--- config.mk ---
export PLATFORM = sky130hd
export DESIGN_NAME = link_ctrl_top
export DESIGN_NICKNAME = d
export VERILOG_FILES = /design/src/link_pkg.sv /design/src/link_ctrl_top.sv /design/src/tx_credit_tracker.sv /design/src/link_regs.sv /design/src/wb_arbiter.sv
export SDC_FILE = /design/constraint.sdc
export NUM_CORES = 1
export LEC_CHECK = 0
export ABC_CLOCK_PERIOD_IN_PS = 10330
export BUFFER_PORTS_ARGS = -buffer_cell sky130_fd_sc_hd__buf_4
export CAP_MARGIN = 20
export CORE_ASPECT_RATIO = 1.25
export CORE_MARGIN = 10
export CORE_UTILIZATION = 36
export CTS_BUF_LIST = sky130_fd_sc_hd__clkbuf_8
export DETAILED_ROUTE_END_ITERATION = 6
export PLACE_DENSITY = 0.66
export RECOVER_POWER = 50
export SYNTH_ARGS = -nofsm -noshare
export SYNTH_HDL_FRONTEND = slang
export SYNTH_SLANG_ARGS = --single-unit
--- constraint.sdc ---
create_clock -name clk -period 10.33 [get_ports clk]
set_clock_uncertainty 0.15 [all_clocks]
set_input_delay 1.033 -clock clk [delete_from_list [all_inputs] [get_ports clk]]
set_output_delay 1.033 -clock clk [all_outputs]
set_load 0.02 [all_outputs]
--- src/link_pkg.sv ---
//##########################################################################
// package with register bus types, register map offsets, reset values
// and the wishbone request and response structs
//##########################################################################
package link_pkg;

   //########################################################################
   // widths that carry a meaning
   //########################################################################
   typedef logic [7:0]  reg_addr_t;   // byte address, word select on 7..2
   typedef logic [31:0] reg_data_t;   // register word
   typedef logic [15:0] crdt_t;       // credit count or interval
   typedef logic [7:0]  iowidth_t;    // pad width is 2**code bytes

   // wishbone classic request, driven by a master
   typedef struct packed {
      logic      cyc;
      logic      stb;
      logic      we;
      reg_addr_t adr;
      reg_data_t dat;   // write data, always a full word
   } wb_req_t;

   // wishbone classic response, driven by the slave
   typedef struct packed {
      logic      ack;
      reg_data_t dat;   // read data
   } wb_rsp_t;

   //########################################################################
   // register map
   //########################################################################
   localparam reg_addr_t reg_ctrl       = 8'h00;   // arbitration mode
   localparam reg_addr_t reg_status     = 8'h04;   // read only
   localparam reg_addr_t reg_txmode     = 8'h08;
   localparam reg_addr_t reg_rxmode     = 8'h0c;
   localparam reg_addr_t reg_crdtinit   = 8'h10;   // resp in upper half
   localparam reg_addr_t reg_crdtintrvl = 8'h14;
   localparam reg_addr_t reg_crdtstat   = 8'h18;   // live counts, read only

   // reset values
   localparam iowidth_t init_iowidth = 8'd2;       // 4 byte pads
   localparam crdt_t    crdt_depth   = 16'd13;     // both credit halves
   localparam crdt_t    intrvl_reset = 16'h00ff;

   // mode word layout
   // bit 0 enable, bit 4 credit update enable (tx only), 23..16 pad width
   localparam reg_data_t mode_reset = {8'h00, init_iowidth, 15'h0000, 1'b1};

endpackage
--- src/link_ctrl_top.sv ---
//##########################################################################
// link control top with arbiter, register block and credit tracker
//##########################################################################
`timescale 1ns/100ps

module link_ctrl_top (
   input  logic               clk,
   input  logic               nreset,
   // register bus masters
   input  link_pkg::wb_req_t  m0_req,            // host config
   input  link_pkg::wb_req_t  m1_req,            // local mgmt
   output link_pkg::wb_rsp_t  m0_rsp,
   output link_pkg::wb_rsp_t  m1_rsp,
   // link state
   input  logic               devicemode,
   input  logic               deviceready,
   input  logic               phy_linkactive,
   // traffic events
   input  logic               tx_pkt_req,
   input  logic               tx_pkt_resp,
   input  logic               rx_crdt_req,
   input  logic               rx_crdt_resp,
   // link controls
   output logic               host_linkactive,
   output logic [1:0]         csr_arbmode,
   output logic               csr_txen,
   output logic               csr_rxen,
   output link_pkg::iowidth_t csr_txiowidth,
   output link_pkg::iowidth_t csr_rxiowidth,
   output logic               crdt_update
);
   import link_pkg::*;

   wb_req_t   s_req;            // arbitrated request
   wb_rsp_t   s_rsp;
   logic      txcrdt_en;
   crdt_t     crdt_init_req;
   crdt_t     crdt_init_resp;
   crdt_t     crdt_intrvl;
   reg_data_t crdt_status;

   wb_arbiter u_wb_arbiter (
      .clk    (clk),
      .nreset (nreset),
      .m0_req (m0_req),
      .m1_req (m1_req),
      .m0_rsp (m0_rsp),
      .m1_rsp (m1_rsp),
      .s_req  (s_req),
      .s_rsp  (s_rsp)
   );

   link_regs u_link_regs (
      .clk             (clk),
      .nreset          (nreset),
      .s_req           (s_req),
      .s_rsp           (s_rsp),
      .devicemode      (devicemode),
      .deviceready     (deviceready),
      .phy_linkactive  (phy_linkactive),
      .crdt_status     (crdt_status),
      .host_linkactive (host_linkactive),
      .csr_arbmode     (csr_arbmode),
      .csr_txen        (csr_txen),
      .csr_rxen        (csr_rxen),
      .csr_txiowidth   (csr_txiowidth),
      .csr_rxiowidth   (csr_rxiowidth),
      .txcrdt_en       (txcrdt_en),
      .crdt_init_req   (crdt_init_req),
      .crdt_init_resp  (crdt_init_resp),
      .crdt_intrvl     (crdt_intrvl)
   );

   tx_credit_tracker u_tx_credit_tracker (
      .clk            (clk),
      .nreset         (nreset),
      .txcrdt_en      (txcrdt_en),
      .crdt_init_req  (crdt_init_req),
      .crdt_init_resp (crdt_init_resp),
      .crdt_intrvl    (crdt_intrvl),
      .tx_pkt_req     (tx_pkt_req),
      .tx_pkt_resp    (tx_pkt_resp),
      .rx_crdt_req    (rx_crdt_req),
      .rx_crdt_resp   (rx_crdt_resp),
      .crdt_status    (crdt_status),
      .crdt_update    (crdt_update)
   );

endmodule

--- src/tx_credit_tracker.sv ---
//##########################################################################
// request and response credit counters, credit update interval timer
//##########################################################################
`timescale 1ns/100ps

module tx_credit_tracker (
   input  logic                clk,
   input  logic                nreset,
   input  logic                txcrdt_en,
   input  link_pkg::crdt_t     crdt_init_req,
   input  link_pkg::crdt_t     crdt_init_resp,
   input  link_pkg::crdt_t     crdt_intrvl,
   input  logic                tx_pkt_req,     // packet sent, uses a credit
   input  logic                tx_pkt_resp,
   input  logic                rx_crdt_req,    // one credit back
   input  logic                rx_crdt_resp,
   output link_pkg::reg_data_t crdt_status,
   output logic                crdt_update     // one cycle pulse
);
   import link_pkg::*;

   crdt_t req_cnt;
   crdt_t resp_cnt;
   crdt_t intrvl_cnt;

   // saturating step, send and return together cancel
   function automatic crdt_t crdt_next(crdt_t cnt, logic sent, logic back);
      crdt_t nxt;
      nxt = cnt;
      if (sent && !back && cnt != 16'h0000)
         nxt = cnt - 16'd1;
      else if (back && !sent && cnt != 16'hffff)
         nxt = cnt + 16'd1;
      return nxt;
   endfunction

   //########################################################################
   // credit counters
   //########################################################################
   always_ff @(posedge clk or negedge nreset) begin
      if (!nreset) begin
         req_cnt  <= '0;
         resp_cnt <= '0;
      end else if (!txcrdt_en) begin
         req_cnt  <= crdt_init_req;     // track init while disabled
         resp_cnt <= crdt_init_resp;
      end else begin
         req_cnt  <= crdt_next(req_cnt, tx_pkt_req, rx_crdt_req);
         resp_cnt <= crdt_next(resp_cnt, tx_pkt_resp, rx_crdt_resp);
      end
   end

   assign crdt_status = {resp_cnt, req_cnt};

   //########################################################################
   // update interval, period crdt_intrvl+1
   //########################################################################
   always_ff @(posedge clk or negedge nreset) begin
      if (!nreset) begin
         intrvl_cnt  <= '0;
         crdt_update <= 1'b0;
      end else if (!txcrdt_en) begin
         intrvl_cnt  <= '0;             // held at zero
         crdt_update <= 1'b0;
      end else if (intrvl_cnt == crdt_intrvl) begin
         intrvl_cnt  <= '0;             // wrap and fire
         crdt_update <= 1'b1;
      end else begin
         intrvl_cnt  <= intrvl_cnt + 16'd1;
         crdt_update <= 1'b0;
      end
   end

endmodule

--- src/link_regs.sv ---
//##########################################################################
// link config and status registers, linkactive qualification,
// write decode, registered read mux and wishbone slave ack
//##########################################################################
`timescale 1ns/100ps

module link_regs (
   input  logic                clk,
   input  logic                nreset,
   // register bus
   input  link_pkg::wb_req_t   s_req,
   output link_pkg::wb_rsp_t   s_rsp,
   // link state
   input  logic                devicemode,      // 1 = device side
   input  logic                deviceready,
   input  logic                phy_linkactive,
   input  link_pkg::reg_data_t crdt_status,     // resp count in upper half
   // link controls
   output logic                host_linkactive,
   output logic [1:0]          csr_arbmode,
   output logic                csr_txen,
   output logic                csr_rxen,
   output link_pkg::iowidth_t  csr_txiowidth,
   output link_pkg::iowidth_t  csr_rxiowidth,
   // credit tracker config
   output logic                txcrdt_en,
   output link_pkg::crdt_t     crdt_init_req,
   output link_pkg::crdt_t     crdt_init_resp,
   output link_pkg::crdt_t     crdt_intrvl
);
   import link_pkg::*;

   reg_data_t  ctrl_reg;
   reg_data_t  status_reg;
   reg_data_t  txmode_reg;
   reg_data_t  rxmode_reg;
   reg_data_t  crdtinit_reg;
   crdt_t      crdtintrvl_reg;
   logic       linkactive;

   logic       ack_q;
   reg_data_t  rd_dat;
   logic       acc;                              // access on the acking edge
   logic       wr;
   logic [5:0] word;                             // word select

   //########################################################################
   // bus side
   //########################################################################
   assign acc  = s_req.cyc & s_req.stb & ~ack_q; // one ack per strobe
   assign wr   = acc & s_req.we;
   assign word = s_req.adr[7:2];

   always_ff @(posedge clk or negedge nreset) begin
      if (!nreset)
         ack_q <= 1'b0;
      else
         ack_q <= acc;                           // single cycle pulse
   end

   assign s_rsp.ack = ack_q;
   assign s_rsp.dat = rd_dat;

   //########################################################################
   // linkactive and status
   //########################################################################
   // device side waits for deviceready, host side follows the phy
   always_ff @(posedge clk or negedge nreset) begin
      if (!nreset)
         linkactive <= 1'b0;
      else if (!devicemode || deviceready)
         linkactive <= phy_linkactive;
   end

   always_ff @(posedge clk or negedge nreset) begin
      if (!nreset)
         status_reg <= '0;
      else
         status_reg <= {27'h0, linkactive, 4'h0};   // linkactive on bit 4
   end

   //########################################################################
   // config registers, written on the acking edge
   //########################################################################
   always_ff @(posedge clk or negedge nreset) begin
      if (!nreset) begin
         ctrl_reg       <= '0;
         txmode_reg     <= mode_reset;
         rxmode_reg     <= mode_reset;
         crdtinit_reg   <= {crdt_depth, crdt_depth};
         crdtintrvl_reg <= intrvl_reset;
      end else if (wr) begin
         // status, crdtstat and holes fall through untouched
         if (word == reg_ctrl[7:2])
            ctrl_reg <= s_req.dat;
         if (word == reg_txmode[7:2])
            txmode_reg <= s_req.dat;
         if (word == reg_rxmode[7:2])
            rxmode_reg <= s_req.dat;
         if (word == reg_crdtinit[7:2])
            crdtinit_reg <= s_req.dat;
         if (word == reg_crdtintrvl[7:2])
            crdtintrvl_reg <= s_req.dat[15:0];   // low half only
      end
   end

   // read data lands with ack
   always_ff @(posedge clk) begin
      if (acc && !s_req.we) begin
         case (word)
            reg_ctrl[7:2]       : rd_dat <= ctrl_reg;
            reg_status[7:2]     : rd_dat <= status_reg;
            reg_txmode[7:2]     : rd_dat <= txmode_reg;
            reg_rxmode[7:2]     : rd_dat <= rxmode_reg;
            reg_crdtinit[7:2]   : rd_dat <= crdtinit_reg;
            reg_crdtintrvl[7:2] : rd_dat <= {16'h0000, crdtintrvl_reg};
            reg_crdtstat[7:2]   : rd_dat <= crdt_status;
            default             : rd_dat <= '0;   // unmapped
         endcase
      end
   end

   //########################################################################
   // control outputs
   //########################################################################
   assign host_linkactive = linkactive;
   assign csr_arbmode     = ctrl_reg[5:4];
   assign csr_txen        = linkactive & txmode_reg[0];
   assign csr_rxen        = linkactive & rxmode_reg[0];
   assign csr_txiowidth   = txmode_reg[23:16];
   assign csr_rxiowidth   = rxmode_reg[23:16];

   assign txcrdt_en       = txmode_reg[4];        // credit update enable
   assign crdt_init_req   = crdtinit_reg[15:0];
   assign crdt_init_resp  = crdtinit_reg[31:16];
   assign crdt_intrvl     = crdtintrvl_reg;

endmodule

--- src/wb_arbiter.sv ---
//##########################################################################
// two master wishbone classic arbiter, round robin, grant held per cycle
//##########################################################################
`timescale 1ns/100ps

module wb_arbiter (
   input  logic              clk,
   input  logic              nreset,
   input  link_pkg::wb_req_t m0_req,    // host config port
   input  link_pkg::wb_req_t m1_req,    // local mgmt port
   output link_pkg::wb_rsp_t m0_rsp,
   output link_pkg::wb_rsp_t m1_rsp,
   output link_pkg::wb_req_t s_req,     // to register slave
   input  link_pkg::wb_rsp_t s_rsp
);
   import link_pkg::*;

   typedef enum logic [1:0] {idle, gnt0, gnt1} arb_state_t;

   arb_state_t state;
   arb_state_t state_nxt;
   logic       last_m1;                 // m1 was served most recently

   // re-arbitrate only when idle or when the owner has dropped cyc
   always_comb begin
      state_nxt = state;
      if (state == idle ||
          (state == gnt0 && !m0_req.cyc) ||
          (state == gnt1 && !m1_req.cyc)) begin
         if (m0_req.cyc && m1_req.cyc)
            state_nxt = last_m1 ? gnt0 : gnt1;   // other one wins the tie
         else if (m0_req.cyc)
            state_nxt = gnt0;
         else if (m1_req.cyc)
            state_nxt = gnt1;
         else
            state_nxt = idle;
      end
   end

   always_ff @(posedge clk or negedge nreset) begin
      if (!nreset) begin
         state   <= idle;
         last_m1 <= 1'b1;               // m0 takes the first tie
      end else begin
         state <= state_nxt;
         if (state_nxt == gnt0)
            last_m1 <= 1'b0;
         else if (state_nxt == gnt1)
            last_m1 <= 1'b1;
      end
   end

   // request mux, bus cycle masked while nobody owns it
   always_comb begin
      s_req = (state == gnt1) ? m1_req : m0_req;
      if (state == idle)
         s_req.cyc = 1'b0;
   end

   // data goes to both, ack only to the owner
   always_comb begin
      m0_rsp     = s_rsp;
      m0_rsp.ack = s_rsp.ack & (state == gnt0);
      m1_rsp     = s_rsp;
      m1_rsp.ack = s_rsp.ack & (state == gnt1);
   end

endmodule

; Word level (Yosys, flattened, before mapping)
; Cells that the tools add are included.
[word_totals]
input_bits = 95
reg_bits = 231
[classes]
n_eq_ne = 15
n_reduce_logical = 33
bitwise = 8
mux = 20
n_addsub = 5
[ops]
columns = cell, n
row1 = $pmux 32 s7, 1
row2 = $mux 16, 8
row3 = $add 16x1->16 const B, 3
row4 = $mux 43, 1
row5 = $ne 16x16->1 const B, 2
row6 = $reduce_bool 16->1, 2
row7 = $sub 16x1->16 const B, 2
row8 = $eq 6x3->1 const B, 3
row9 = $eq 16x16->1, 1
row10 = $eq 6x2->1 const B, 2
row11 = $logic_and 1x1->1, 12
row12 = $mux 2, 5
row13 = $reduce_and 2->1, 5
row14 = $logic_not 1->1, 8
row15 = $and 1x1->1, 7
row16 = $eq 6x1->1 const B, 1
row17 = $logic_not 6->1, 1
row18 = $ne 3x1->1 const B, 2
row19 = $mux 1, 5
row20 = $eq 2x1->1 const B, 2
row21 = $eq 2x2->1 const B, 2
row22 = $logic_or 1x1->1, 3
row23 = $logic_not 2->1, 1
row24 = $reduce_bool 2->1, 1
row25 = $not 1->1, 1

; Longest topological paths before layout
; Gate-level depths: netlist of run 1.
[logic_depth]
depth_word = 8
ltp_mapped = 12
mapped_depth_nobuf = 12

; Modules after synthesis
; From an unflattened synthesis of run 1, not the netlist that was laid out.
[hier_totals]
cells_unflattened = 1151
hier_area_um2 = 13213.9
[by_module_without_submodules]
columns = mod, instances, cells_per_inst, seq_area_each_um2, area_per_inst_um2
row1 = link_regs, 1, 571, 4662.0, 7906.3
row2 = tx_credit_tracker, 1, 449, 1226.2, 3937.5
row3 = wb_arbiter, 1, 131, 76.3, 1370.1

; Worst setup path after synthesis of run 1
; No wires, ideal clock.
[synth_path]
path_type = input to register
start = in rx_crdt_req
end = reg u_tx_credit_tracker.req_cnt[15]
cell_stages = 11
arrival_ns = 3.346
path_slack_ns = 6.752
path_cell_list = inv_1 -> nand3_1 -> inv_1 -> ha_1 -> o21a_1 -> or2_2 -> o211a_1 -> o211a_1 -> or3_1 -> a21o_1 -> a31oi_1
[synth_via]
elab_chain_len = 5
elab_cells_between_ends = 8
[synth_rtl]
columns = element, line
row1 = from (decl), link_ctrl_top.sv:21  ; input logic rx_crdt_req,
row2 = $logic_not 1->1, tx_credit_tracker.sv:30  ; if (sent && !back && cnt != 16'h0000)
row3 = $logic_and 1x1->1 (2 in series), tx_credit_tracker.sv:30
row4 = $mux 16, tx_credit_tracker.sv:30
row5 = $mux 16, tx_credit_tracker.sv:44  ; end else if (!txcrdt_en) begin
row6 = to (signal assigned), tx_credit_tracker.sv:45  ; req_cnt <= crdt_init_req;
row7 = to (signal assigned), tx_credit_tracker.sv:48  ; req_cnt <= crdt_next(req_cnt, tx_pkt_req, rx_crdt_req);
row8 = to (decl), tx_credit_tracker.sv:22  ; crdt_t req_cnt;
; Parallel ways exist; a longest one is shown, timed or not.
; A chain may end at the register's enable or synchronous reset.

; Worst setup path in the final report of run 1
[layout_path]
start = reg u_wb_arbiter.state[0]
end = reg u_link_regs.rxmode_reg[22]
[layout_via]
elab_chain_len = 7
elab_cells_between_ends = 9
[layout_rtl]
columns = element, line
row1 = from (decl), wb_arbiter.sv:20  ; arb_state_t state;
row2 = from (signal assigned), wb_arbiter.sv:43  ; state <= idle;
row3 = from (signal assigned), wb_arbiter.sv:46  ; state <= state_nxt;
row4 = $eq 2x2->1, wb_arbiter.sv:56  ; s_req = (state == gnt1) ? m1_req : m0_req;
row5 = $mux 43, wb_arbiter.sv:56
row6 = $mux 1, wb_arbiter.sv:57  ; if (state == idle)
row7 = $and 1x1->1 (2 in series), link_regs.sv:50  ; assign acc = s_req.cyc & s_req.stb & ~ack_q;
row8 = $and 1x1->1, link_regs.sv:51  ; assign wr = acc & s_req.we;
row9 = $reduce_and 2->1 (no source line), n/a
row10 = to (signal assigned), link_regs.sv:89  ; rxmode_reg <= mode_reset;
row11 = to (signal assigned), link_regs.sv:99  ; rxmode_reg <= s_req.dat;
row12 = to (decl), link_regs.sv:36  ; reg_data_t rxmode_reg;
; Parallel ways exist; a longest one is shown, timed or not.

==> impl_metrics.csv, run 1 <==
group,metric,value,unit
status,status,"finished with violations",
status,violations,"capacitance limit, slew limit",
setup_path,cpPeakStageDelay,2.19,ns
drt,vias_per_cell,5.337,
yosys,async_flop_share,86.15,%
yosys,synth_seq_cells,231,
min_path,hold_path_class,"reg -> reg",
global_route,antenna_found_initial,0,
floorplanning,io_pins,183,
yosys,synth.area.mux_share,4.579,%
finish,fin_cells,1789,
placement,pre_cts_ws,6.083,ns
clocking,cts_num_sinks,231,
floorplanning,die_h,224.8,µm
yosys,seq_area_frac_synth,49.39,%
sta,finalMaxSlewViolations,180,
clocking,clk_pin_slew,0.06,ns
global_route,grt_pass1_wl,54840,µm
yosys,synth.distinct_cells,61,
clocking,cts_root_buffer,"clkbuf_8",
pwr,finalPower,2951,µW
global_route,grt_use_total,16.59,%
finish,nets,1469,
clocking,cts_max_level,2,
sta,fin_tns_setup,0,ns
placement,port_buffers,178,
clocking,cts-resized-gates,0,
setup_path,path_class,"reg -> reg",
clocking,cts_buffers,39,
pwr,leakage,0.006173,µW
yosys,synth_area,0.01208,mm²
floorplanning,fp-row-count,74,
yosys,synth_warnings,0,
sta,grt_setup_unrepaired,"false",
yosys,syn_area_per_cell,9.891,µm²
setup_path,cp_slowest_cell,"clkbuf_1",
global_route,grt_start_max_net_pins,92,
setup_path,cp_cell_sequence,"nor2b_4 > clkbuf_1 > a31oi_1 > and2b_2 > and2_2 > buf_4 > nor2_1 > a21oi_2",
setup_path,critPathRequiredTime,10.62,ns
sta,period_minus_slack,5.704,ns
floorplanning,start_util,36.74,%
floorplanning,die_area,0.04132,mm²
sta,relSlewSlack,-234.0,%
placement,dp_hpwl,23500,µm
placement,dp.cells,1718,
finish,n_antenna_cell,0,
drt,via_count,9547,
yosys,synth_ff_type,"dfrtp_1",
drt,ant_nets,0,
yosys,synth_top_family_by_area,"compound AO/OA/AOI/OAI gates",
setup_path,crit_path_max_fanout,45,
floorplanning,coreArea,0.03287,mm²
yosys,synth_edf_count,32,
sta,setup_ws,4.626,ns
finish,nFillCells,3214,
global_route,grt_pass1_vias,9957,
sta,setup_violations,0,
clocking,post_cts_buffers,0,
drt,routed_wl,34400,µm
clocking,clk-insertion-delay-late,0.52,ns
clocking,hold_buffers,0,
floorplanning,die_w,183.8,µm
sta,fin_crit_sh,55.22,%
placement,place_area,0.01341,mm²
pwr,vdd_drop_max,0.09020,mV
pwr,p_per_area,213.0,mW/mm²
drt,wire_per_inst,19.23,µm
sta,hold_viol_final,0,
placement,place.gp.congestion,0.9420,
flow_run,max_cap_violations,3,
yosys,synth_compound_area_share,19.39,%
finish,drive_above_1_share,16.48,%
yosys,netlist_instances,1221,
finish,final_cell_area,0.01385,mm²
setup_path,start_kind,"flop",
sta,tightestPinTransition,5.010,ns
sta,fmax,0.1753,GHz
yosys,synth_nets,1348,
drt,drt-initial-drc-count,572,
clocking,clock_path_buffers,3,
drt,route.detailed.drc,0,
global_route,grt_overflow,0,
setup_path,critical_path.endpoint_type,"flop",
yosys,synthAdderAreaFrac,3.440,%
drt,dr.pass1.iters,5,
setup_path,worstPathArrival,6.00,ns
clocking,cts_tree,"yes",
finish,syn2layout_area_growth,14.71,%
yosys,synthSimpleGateAreaFrac,13.13,%
yosys,synth-xor-area-share,3.771,%
## synthesized netlist by cell type (30+ instances only)
master / n / area [µm²]
dfrtp_1: 180 / 4504
nand2_1: 156 / 585.6
o21ai_0: 124 / 620.6
nor2_1: 90 / 337.8
a22oi_1: 66 / 495.5
mux2i_1: 53 / 530.5
a21oi_1: 51 / 255.2
buf_4: 50 / 375.4
clkbuf_1: 38 / 142.6
nand3_1: 34 / 170.2
edfxtp_1: 32 / 960.9
a21oi_2: 30 / 262.8
ha_1: 30 / 375.4
## metal layers
layer / global-route usage (%) / share of wire [%] / vias to the layer above
met5: 0 / 0 / -
met4: 5.428 / 2.7 / 0
met3: 3.323 / 6.6 / 62
met2: 30.43 / 52 / 292
met1: 18.75 / 39 / 4582
li1: - / - / 4611
## cells in the final DEF (no fill, tap or decap), types with 4 or more instances in the layout
cell	instances
a31oi_1	10
o21bai_1	4
dfstp_2	18
a211oi_1	4
a21o_1	12
o211ai_1	8
nor3_1	8
and2_1	4
clkbuf_1	86
a22oi_1	66
ha_1	30
or3_1	8
a21oi_1	50
inv_1	34
a21oi_2	31
edfxtp_1	32
o21ai_1	8
dfrtp_1	179
clkbuf_8	48
and3_1	9
mux2i_1	53
a222oi_1	16
xnor2_1	23
nor2_1	88
o21a_1	5
buf_4	106
nand2_1	154
clkinv_1	4
nand4_1	15
xor2_1	29
o21ai_0	124
nand3_1	34
nor4_1	15
## report_power, final
part | internal, µW | switching (µW) | total, µW
Clock | 417 | 358 | 776
Sequential | 1090 | 153 | 1250
Combinational | 355 | 575 | 930
Total | 1860 | 1090 | 2950
## worst paths after layout
check | from | endpoint | slack, ns | cells after the start
max in group asynchronous | nreset | u_tx_credit_tracker.intrvl_cnt[7] | 5.00 | 2
max reg2reg | u_wb_arbiter.state[0] | u_link_regs.rxmode_reg[22] | 4.63 | 8
min in group asynchronous | nreset | u_link_regs.rxmode_reg[16] | 2.17 | 1
min | u_link_regs.host_linkactive | u_link_regs.status_reg[4] | 0.31 | 0
min reg2reg | u_link_regs.host_linkactive | u_link_regs.status_reg[4] | 0.31 | 0
max | u_wb_arbiter.state[0] | u_link_regs.rxmode_reg[22] | 4.63 | 8
## layout make-up
type,count,area (µm²),share of cell area (%)
well taps,418,523.0,3.775
multi-input cells,857,5394,38.94
clock inverters,22,85.08,0.6142
flip-flops and latches,231,5966,43.06
repair buffers,194,1154,8.327
inverters,19,71.32,0.5148
clock buffers,48,660.6,4.769
## stage by stage
step / hold WS (ns) / util [%]
CTS: 0.3272 / 43.06
floorplan: 0.3002 / -
global route: 0.3427 / 42.15
finish: 0.3083 / 42.15
global placement: 0.3115 / 40.80
detailed placement: 0.3122 / 40.80
## critical path: cells and delay by family (launching register included)
family | cells | cell delay (ns)
compound gates | 2 | 0.36
buf+inv | 2 | 2.81
flops | 1 | 0.46
simple gates | 4 | 1.80
## kinds of logic (layout without fill, tap and decap cells)
| kind of cell | after synthesis | in the layout |
|---|---|---|
| AO/OA/AOI/OAI | 360 | 360 |
| adder cells (fa/ha/maj) | 32 | 32 |
| multiplexers | 55 | 55 |
| AND/OR/NAND/NOR | 358 | 358 |
| XOR/XNOR | 52 | 52 |
| buffers and inverters | 133 | 283 |
| flip-flops | 231 | 231 |
No activity file was read; power rests on OpenSTA's default activity.
==> inputs of run 2 (changes only) <==
Settings changed: ABC_CLOCK_PERIOD_IN_PS 10330 to 5900.
Clock period 10.33 ns to 5.9 ns, I/O delays scaled along.
==> impl_metrics.csv, run 2 (synthesis gave the netlist of run 1 again) <==
group,metric,value,unit
drt,drt-initial-drc-count,694,
sta,fmax,0.2502,GHz
pwr,vdd_drop_max,0.1778,mV
drt,wire_per_inst,19.43,µm
min_path,hold_path_class,"in -> reg",
drt,route.detailed.drc,0,
setup_path,r2r_slack,1.90,ns
clocking,cts_root_buffer,"clkbuf_8",
setup_path,worstReg2RegStart,"u_wb_arbiter.state[0]",
setup_path,crit_path_max_fanout,42,
min_path,hold_path_end,"u_link_regs.host_linkactive",
floorplanning,die_area,0.04132,mm²
floorplanning,io_pins,183,
drt,via_count,9537,
setup_path,critPathRequiredTime,6.21,ns
finish,layout_commonest_cell,"dfrtp_1",
clocking,cts_max_level,2,
min_path,worstHoldStart,"phy_linkactive",
drt,vias_per_cell,5.322,
global_route,grt_use_total,16.60,%
finish,n_antenna_cell,0,
pwr,leakage,0.006201,µW
finish,syn2layout_area_growth,15.31,%
finish,nFillCells,3191,
clocking,clk-insertion-delay-late,0.55,ns
floorplanning,coreArea,0.03287,mm²
drt,dr.pass1.iters,5,
global_route,grt_overflow,0,
setup_path,start_kind,"flop",
floorplanning,die_h,224.8,µm
global_route,antenna_found_initial,0,
sta,period_minus_slack,3.998,ns
finish,nets,1471,
finish,multi_input_area,0.005394,mm²
setup_path,critical_path.endpoint_type,"flop",
sta,hold_viol_final,0,
sta,tightestPinTransition,0.9903,ns
clocking,post_cts_buffers,0,
finish,seqCellArea,0.005966,mm²
clocking,cts_buffers,40,
placement,dp_hpwl,23800,µm
setup_path,path_class,"reg -> reg",
clocking,cts_tree,"yes",
clocking,clk_pin_slew,0.06,ns
sta,fin_tns_setup,0,ns
pwr,p_per_area,379.1,mW/mm²
flow_run,max_cap_violations,0,
sta,relSlewSlack,33.98,%
finish,layout_common_cells,"dfrtp_1, nand2_1, o21ai_0",
global_route,grt_pass1_wl,54610,µm
floorplanning,die_w,183.8,µm
finish,drive_above_1_share,16.59,%
clocking,clock_path_buffers,3,
sta,fin_crit_sh,67.76,%
drt,routed_wl,34810,µm
sta,whs,0.1623,ns
status,status,"finished clean",
clocking,cts_num_sinks,231,
placement,place.gp.congestion,0.9544,
placement,port_buffers,178,
floorplanning,fp-row-count,74,
sta,finalMaxSlewViolations,0,
drt,ant_nets,0,
global_route,grt_pass1_vias,9996,
sta,setup_violations,0,
min_path,whs_path_depth,2,
sta,grt_setup_unrepaired,"false",
floorplanning,start_util,36.74,%
setup_path,reg2reg_depth,8,
global_route,grt_start_max_net_pins,73,
setup_path,worstPathArrival,4.31,ns
setup_path,r2r-end,"u_link_regs.rxmode_reg[31]",
run 2: cell types whose count changed in the layout (fill, tap and decap cells not counted), moves of 2 or more:
cell	delta
buf_4	+3
dfstp_1	+3
inv_1	-3
dfstp_2	-3
clkbuf_1	-2
clkinv_2	+2
clkinv_1	+2
bufinv_16	+3
run 2: worst max-delay path, stage by stage (launching register included):
cell      delay (ns)
dfrtp_1         0.45
nor2b_4         0.62
buf_4           0.57
nand3_1         0.16
a211oi_2        0.46
and2_2          0.61
buf_4           0.62
nor2_1          0.08
a21oi_1         0.16
run 2: area by class of cell:
| type | count | share of cell area [%] |
|---|---|---|
| flip-flops and latches | 231 | 42.84 |
| multi-input cells | 857 | 38.73 |
| repair buffers | 195 | 8.311 |
| clock buffers | 46 | 4.546 |
| well taps | 418 | 3.756 |
| clock inverters | 26 | 1.303 |
| inverters | 19 | 0.5121 |
run 2: how the worst max path moves through the flow:
stage	from	to	slack, ns	cells after the start
floorplan	u_tx_credit_tracker.req_cnt[0]	u_tx_credit_tracker.req_cnt[15]	2.64	12
global placement	u_wb_arbiter.state[0]	u_link_regs.rxmode_reg[12]	1.96	8
detailed placement	u_wb_arbiter.state[0]	u_link_regs.rxmode_reg[22]	1.90	8
CTS	u_wb_arbiter.state[0]	u_link_regs.rxmode_reg[31]	1.88	8
global route	u_wb_arbiter.state[1]	u_link_regs.rxmode_reg[20]	1.60	8
finish	u_wb_arbiter.state[0]	u_link_regs.rxmode_reg[31]	1.90	8
run 2: layer usage:
| metal | global-route usage, % | wire length, µm | vias up |
|---|---|---|---|
| met4 | 7.440 | 1217 | 0 |
| met1 | 18.59 | 13820 | 4603 |
| met2 | 29.80 | 17960 | 243 |
| li1 | - | - | 4625 |
| met5 | 0 | 0 | - |
| met3 | 3.258 | 1810 | 66 |
run 2: timing repair:
action                    CTS  global route
resized for setup           0             0
hold buffers                1             0
hold endpoints to repair   61             0
run 2: per-stage QoR:
| step | power, µW | setup slack, ns | utilization [%] | std cells | instance area (µm²) |
|---|---|---|---|---|---|
| floorplan | 3355 | 2.640 | - | 1221 | 12080 |
| global placement | 3855 | 1.963 | 40.82 | 1719 | 13420 |
| detailed placement | 3896 | 1.903 | 40.82 | 1719 | 13420 |
| CTS | 5404 | 1.881 | 43.33 | 1792 | 14240 |
| global route | 5615 | 1.600 | 42.37 | 1792 | 13930 |
| finish | 5279 | 1.902 | 42.37 | 1792 | 13930 |
run 2: power breakdown:
group          leakage [µW]  internal [µW]  switching [µW]  total [µW]
Combinational       0.00276            596            1010        1610
Clock              0.000471            841             651        1490
Sequential          0.00297           1910             271        2180
==> inputs of run 3 (changes only) <==
Settings changed: ABC_CLOCK_PERIOD_IN_PS 5900 to 3700.
Clock period 5.9 ns to 3.7 ns, I/O delays scaled along.
==> impl_metrics.csv, run 3 (synthesis gave the netlist of run 1 again) <==
group,metric,value,unit
setup_path,crit_path_max_fanout,7,
setup_path,worst_path_most_repeated_cell,"o211a_1",
sta,hold_viol_final,0,
floorplanning,coreArea,0.03287,mm²
floorplanning,die_area,0.04132,mm²
sta,finalMaxSlewViolations,0,
finish,syn2layout_area_growth,18.45,%
global_route,grt_pass1_vias,10275,
placement,place.gp.congestion,0.9526,
drt,vias_per_cell,5.369,
drt,drt-initial-drc-count,845,
setup_path,reg2reg_depth,13,
finish,drive_above_1_share,19.53,%
finish,final_cell_area,0.01431,mm²
floorplanning,die_h,224.8,µm
floorplanning,fp-row-count,74,
min_path,hold_path_end,"u_link_regs.host_linkactive",
clocking,clk-insertion-delay-late,0.56,ns
clocking,cts_buffers,41,
setup_path,path_class,"reg -> reg",
sta,fin_crit_sh,93.90,%
sta,setup_violations,0,
placement,port_buffers,178,
sta,fin_tns_setup,0,ns
setup_path,r2r-end,"u_tx_credit_tracker.req_cnt[15]",
min_path,worstHoldStart,"deviceready",
sta,period_minus_slack,3.474,ns
clocking,cts_max_level,2,
clocking,cts_root_buffer,"clkbuf_8",
clocking,cts_num_sinks,231,
global_route,grt_pass1_wl,56910,µm
setup_path,start_kind,"flop",
clocking,clk_pin_slew,0.06,ns
finish,n_antenna_cell,0,
clocking,cts_tree,"yes",
sta,tightestPinTransition,1.175,ns
placement,place_area,0.01374,mm²
floorplanning,die_w,183.8,µm
pwr,vdd_drop_max,0.2394,mV
setup_path,cp_cell_sequence,"nor4_1 > nand4_1 > nand3_2 > clkinvlp_4 > buf_4 > ha_1 > o21a_1 > or2_2 > o211a_1 > o211a_1 > or3_1 > a21o_1 > a31oi_1",
drt,route.detailed.drc,0,
sta,relSlewSlack,21.66,%
sta,fmax,0.2878,GHz
drt,via_count,9857,
drt,wire_per_inst,19.80,µm
sta,grt_setup_unrepaired,"false",
floorplanning,io_pins,183,
setup_path,cp_slowest_cell,"dfrtp_1",
global_route,grt_overflow,0,
finish,nets,1513,
setup_path,critPathRequiredTime,4.00,ns
min_path,whs_path_depth,3,
setup_path,crit_family,"simple AND/OR/NAND/NOR gates",
setup_path,r2r_slack,0.23,ns
setup_path,worstPathArrival,3.77,ns
global_route,grt_start_max_net_pins,106,
finish,layout_common_cells,"dfrtp_1, nand2_1, buf_4",
setup_path,cpPeakStageDelay,0.37,ns
placement,dp_hpwl,25420,µm
setup_path,critical_path.endpoint_type,"flop",
global_route,antenna_found_initial,0,
status,status,"finished clean",
drt,ant_nets,0,
pwr,p_per_area,600.4,mW/mm²
drt,dr.pass1.iters,6,
clocking,clock_path_buffers,3,
setup_path,path_buf_inv,2,
floorplanning,start_util,36.74,%
pwr,leakage,0.006421,µW
drt,routed_wl,36350,µm
global_route,grt_use_total,17.27,%
setup_path,worstReg2RegStart,"u_tx_credit_tracker.req_cnt[5]",
finish,layout_commonest_cell,"dfrtp_1",
min_path,hold_path_class,"in -> reg",
flow_run,max_cap_violations,0,
run 3: area by class of cell:
type | count | area (µm²)
clock buffer | 46 | 633.1
clock inverter | 29 | 148.9
fill | 3228 | 18560
inverter | 19 | 75.07
multi-input combinational | 857 | 5444
sequential | 231 | 5967
tap | 418 | 523.0
timing repair buffer | 236 | 1514
run 3: routing by layer:
metal | share of wire, % | routed length [µm] | global-route usage (%) | up-vias
li1 | - | - | - | 4715
met1 | 39 | 14240 | 19.44 | 4783
met2 | 52 | 18920 | 31.58 | 289
met3 | 6.0 | 2184 | 3.339 | 70
met4 | 2.8 | 1012 | 6.301 | 0
met5 | 0 | 0 | 0 | -
run 3: how the worst max path moves through the flow:
stage               depth (start not counted)                              end                            start
floorplan                                  12  u_tx_credit_tracker.req_cnt[15]   u_tx_credit_tracker.req_cnt[0]
global placement                           12  u_tx_credit_tracker.req_cnt[15]  u_tx_credit_tracker.req_cnt[14]
detailed placement                          8       u_link_regs.txmode_reg[29]            u_wb_arbiter.state[0]
CTS                                        12  u_tx_credit_tracker.req_cnt[15]   u_tx_credit_tracker.req_cnt[7]
global route                               13  u_tx_credit_tracker.req_cnt[15]  u_tx_credit_tracker.req_cnt[14]
finish                                     13  u_tx_credit_tracker.req_cnt[15]   u_tx_credit_tracker.req_cnt[5]
run 3: worst register-to-register path: cells and delay by family (launching register included):
| kind | cells | cell delay, ns |
|---|---|---|
| flip-flops | 1 | 0.37 |
| AND/OR/NAND/NOR | 5 | 1.31 |
| AO/OA/AOI/OAI | 5 | 0.99 |
| adder cells (fa/ha/maj) | 1 | 0.30 |
| buffers and inverters | 2 | 0.26 |
run 3: repair_timing:
item / in CTS / in global routing
setup endpoints to repair: 0 / 9
gates resized for setup: 0 / 12
hold buffers: 4 / 0
endpoints found under the hold margin: 91 / 0
setup buffers: 0 / 3
run 3: through the flow:
stage	power (µW)	worst slack (ns)	instances	util, %	hold slack, ns
floorplan	5349	0.4400	1221	-	-0.07559
global placement	6349	0.2352	1754	41.80	0.3107
detailed placement	6398	0.2194	1754	41.80	0.3208
CTS	8695	0.1868	1833	44.31	0.003898
global route	9141	0.01738	1836	43.52	0.01024
finish	8588	0.2257	1836	43.52	0.02082
run 3: report_power, final:
| group | internal, µW | leakage (µW) | switching [µW] | total, µW |
|---|---|---|---|---|
| logic | 1130 | 0.00298 | 1740 | 2880 |
| registers | 3050 | 0.00297 | 387 | 3440 |
| clock network | 1210 | 0.000468 | 1070 | 2270 |
| total | 5390 | 0.00642 | 3200 | 8590 |
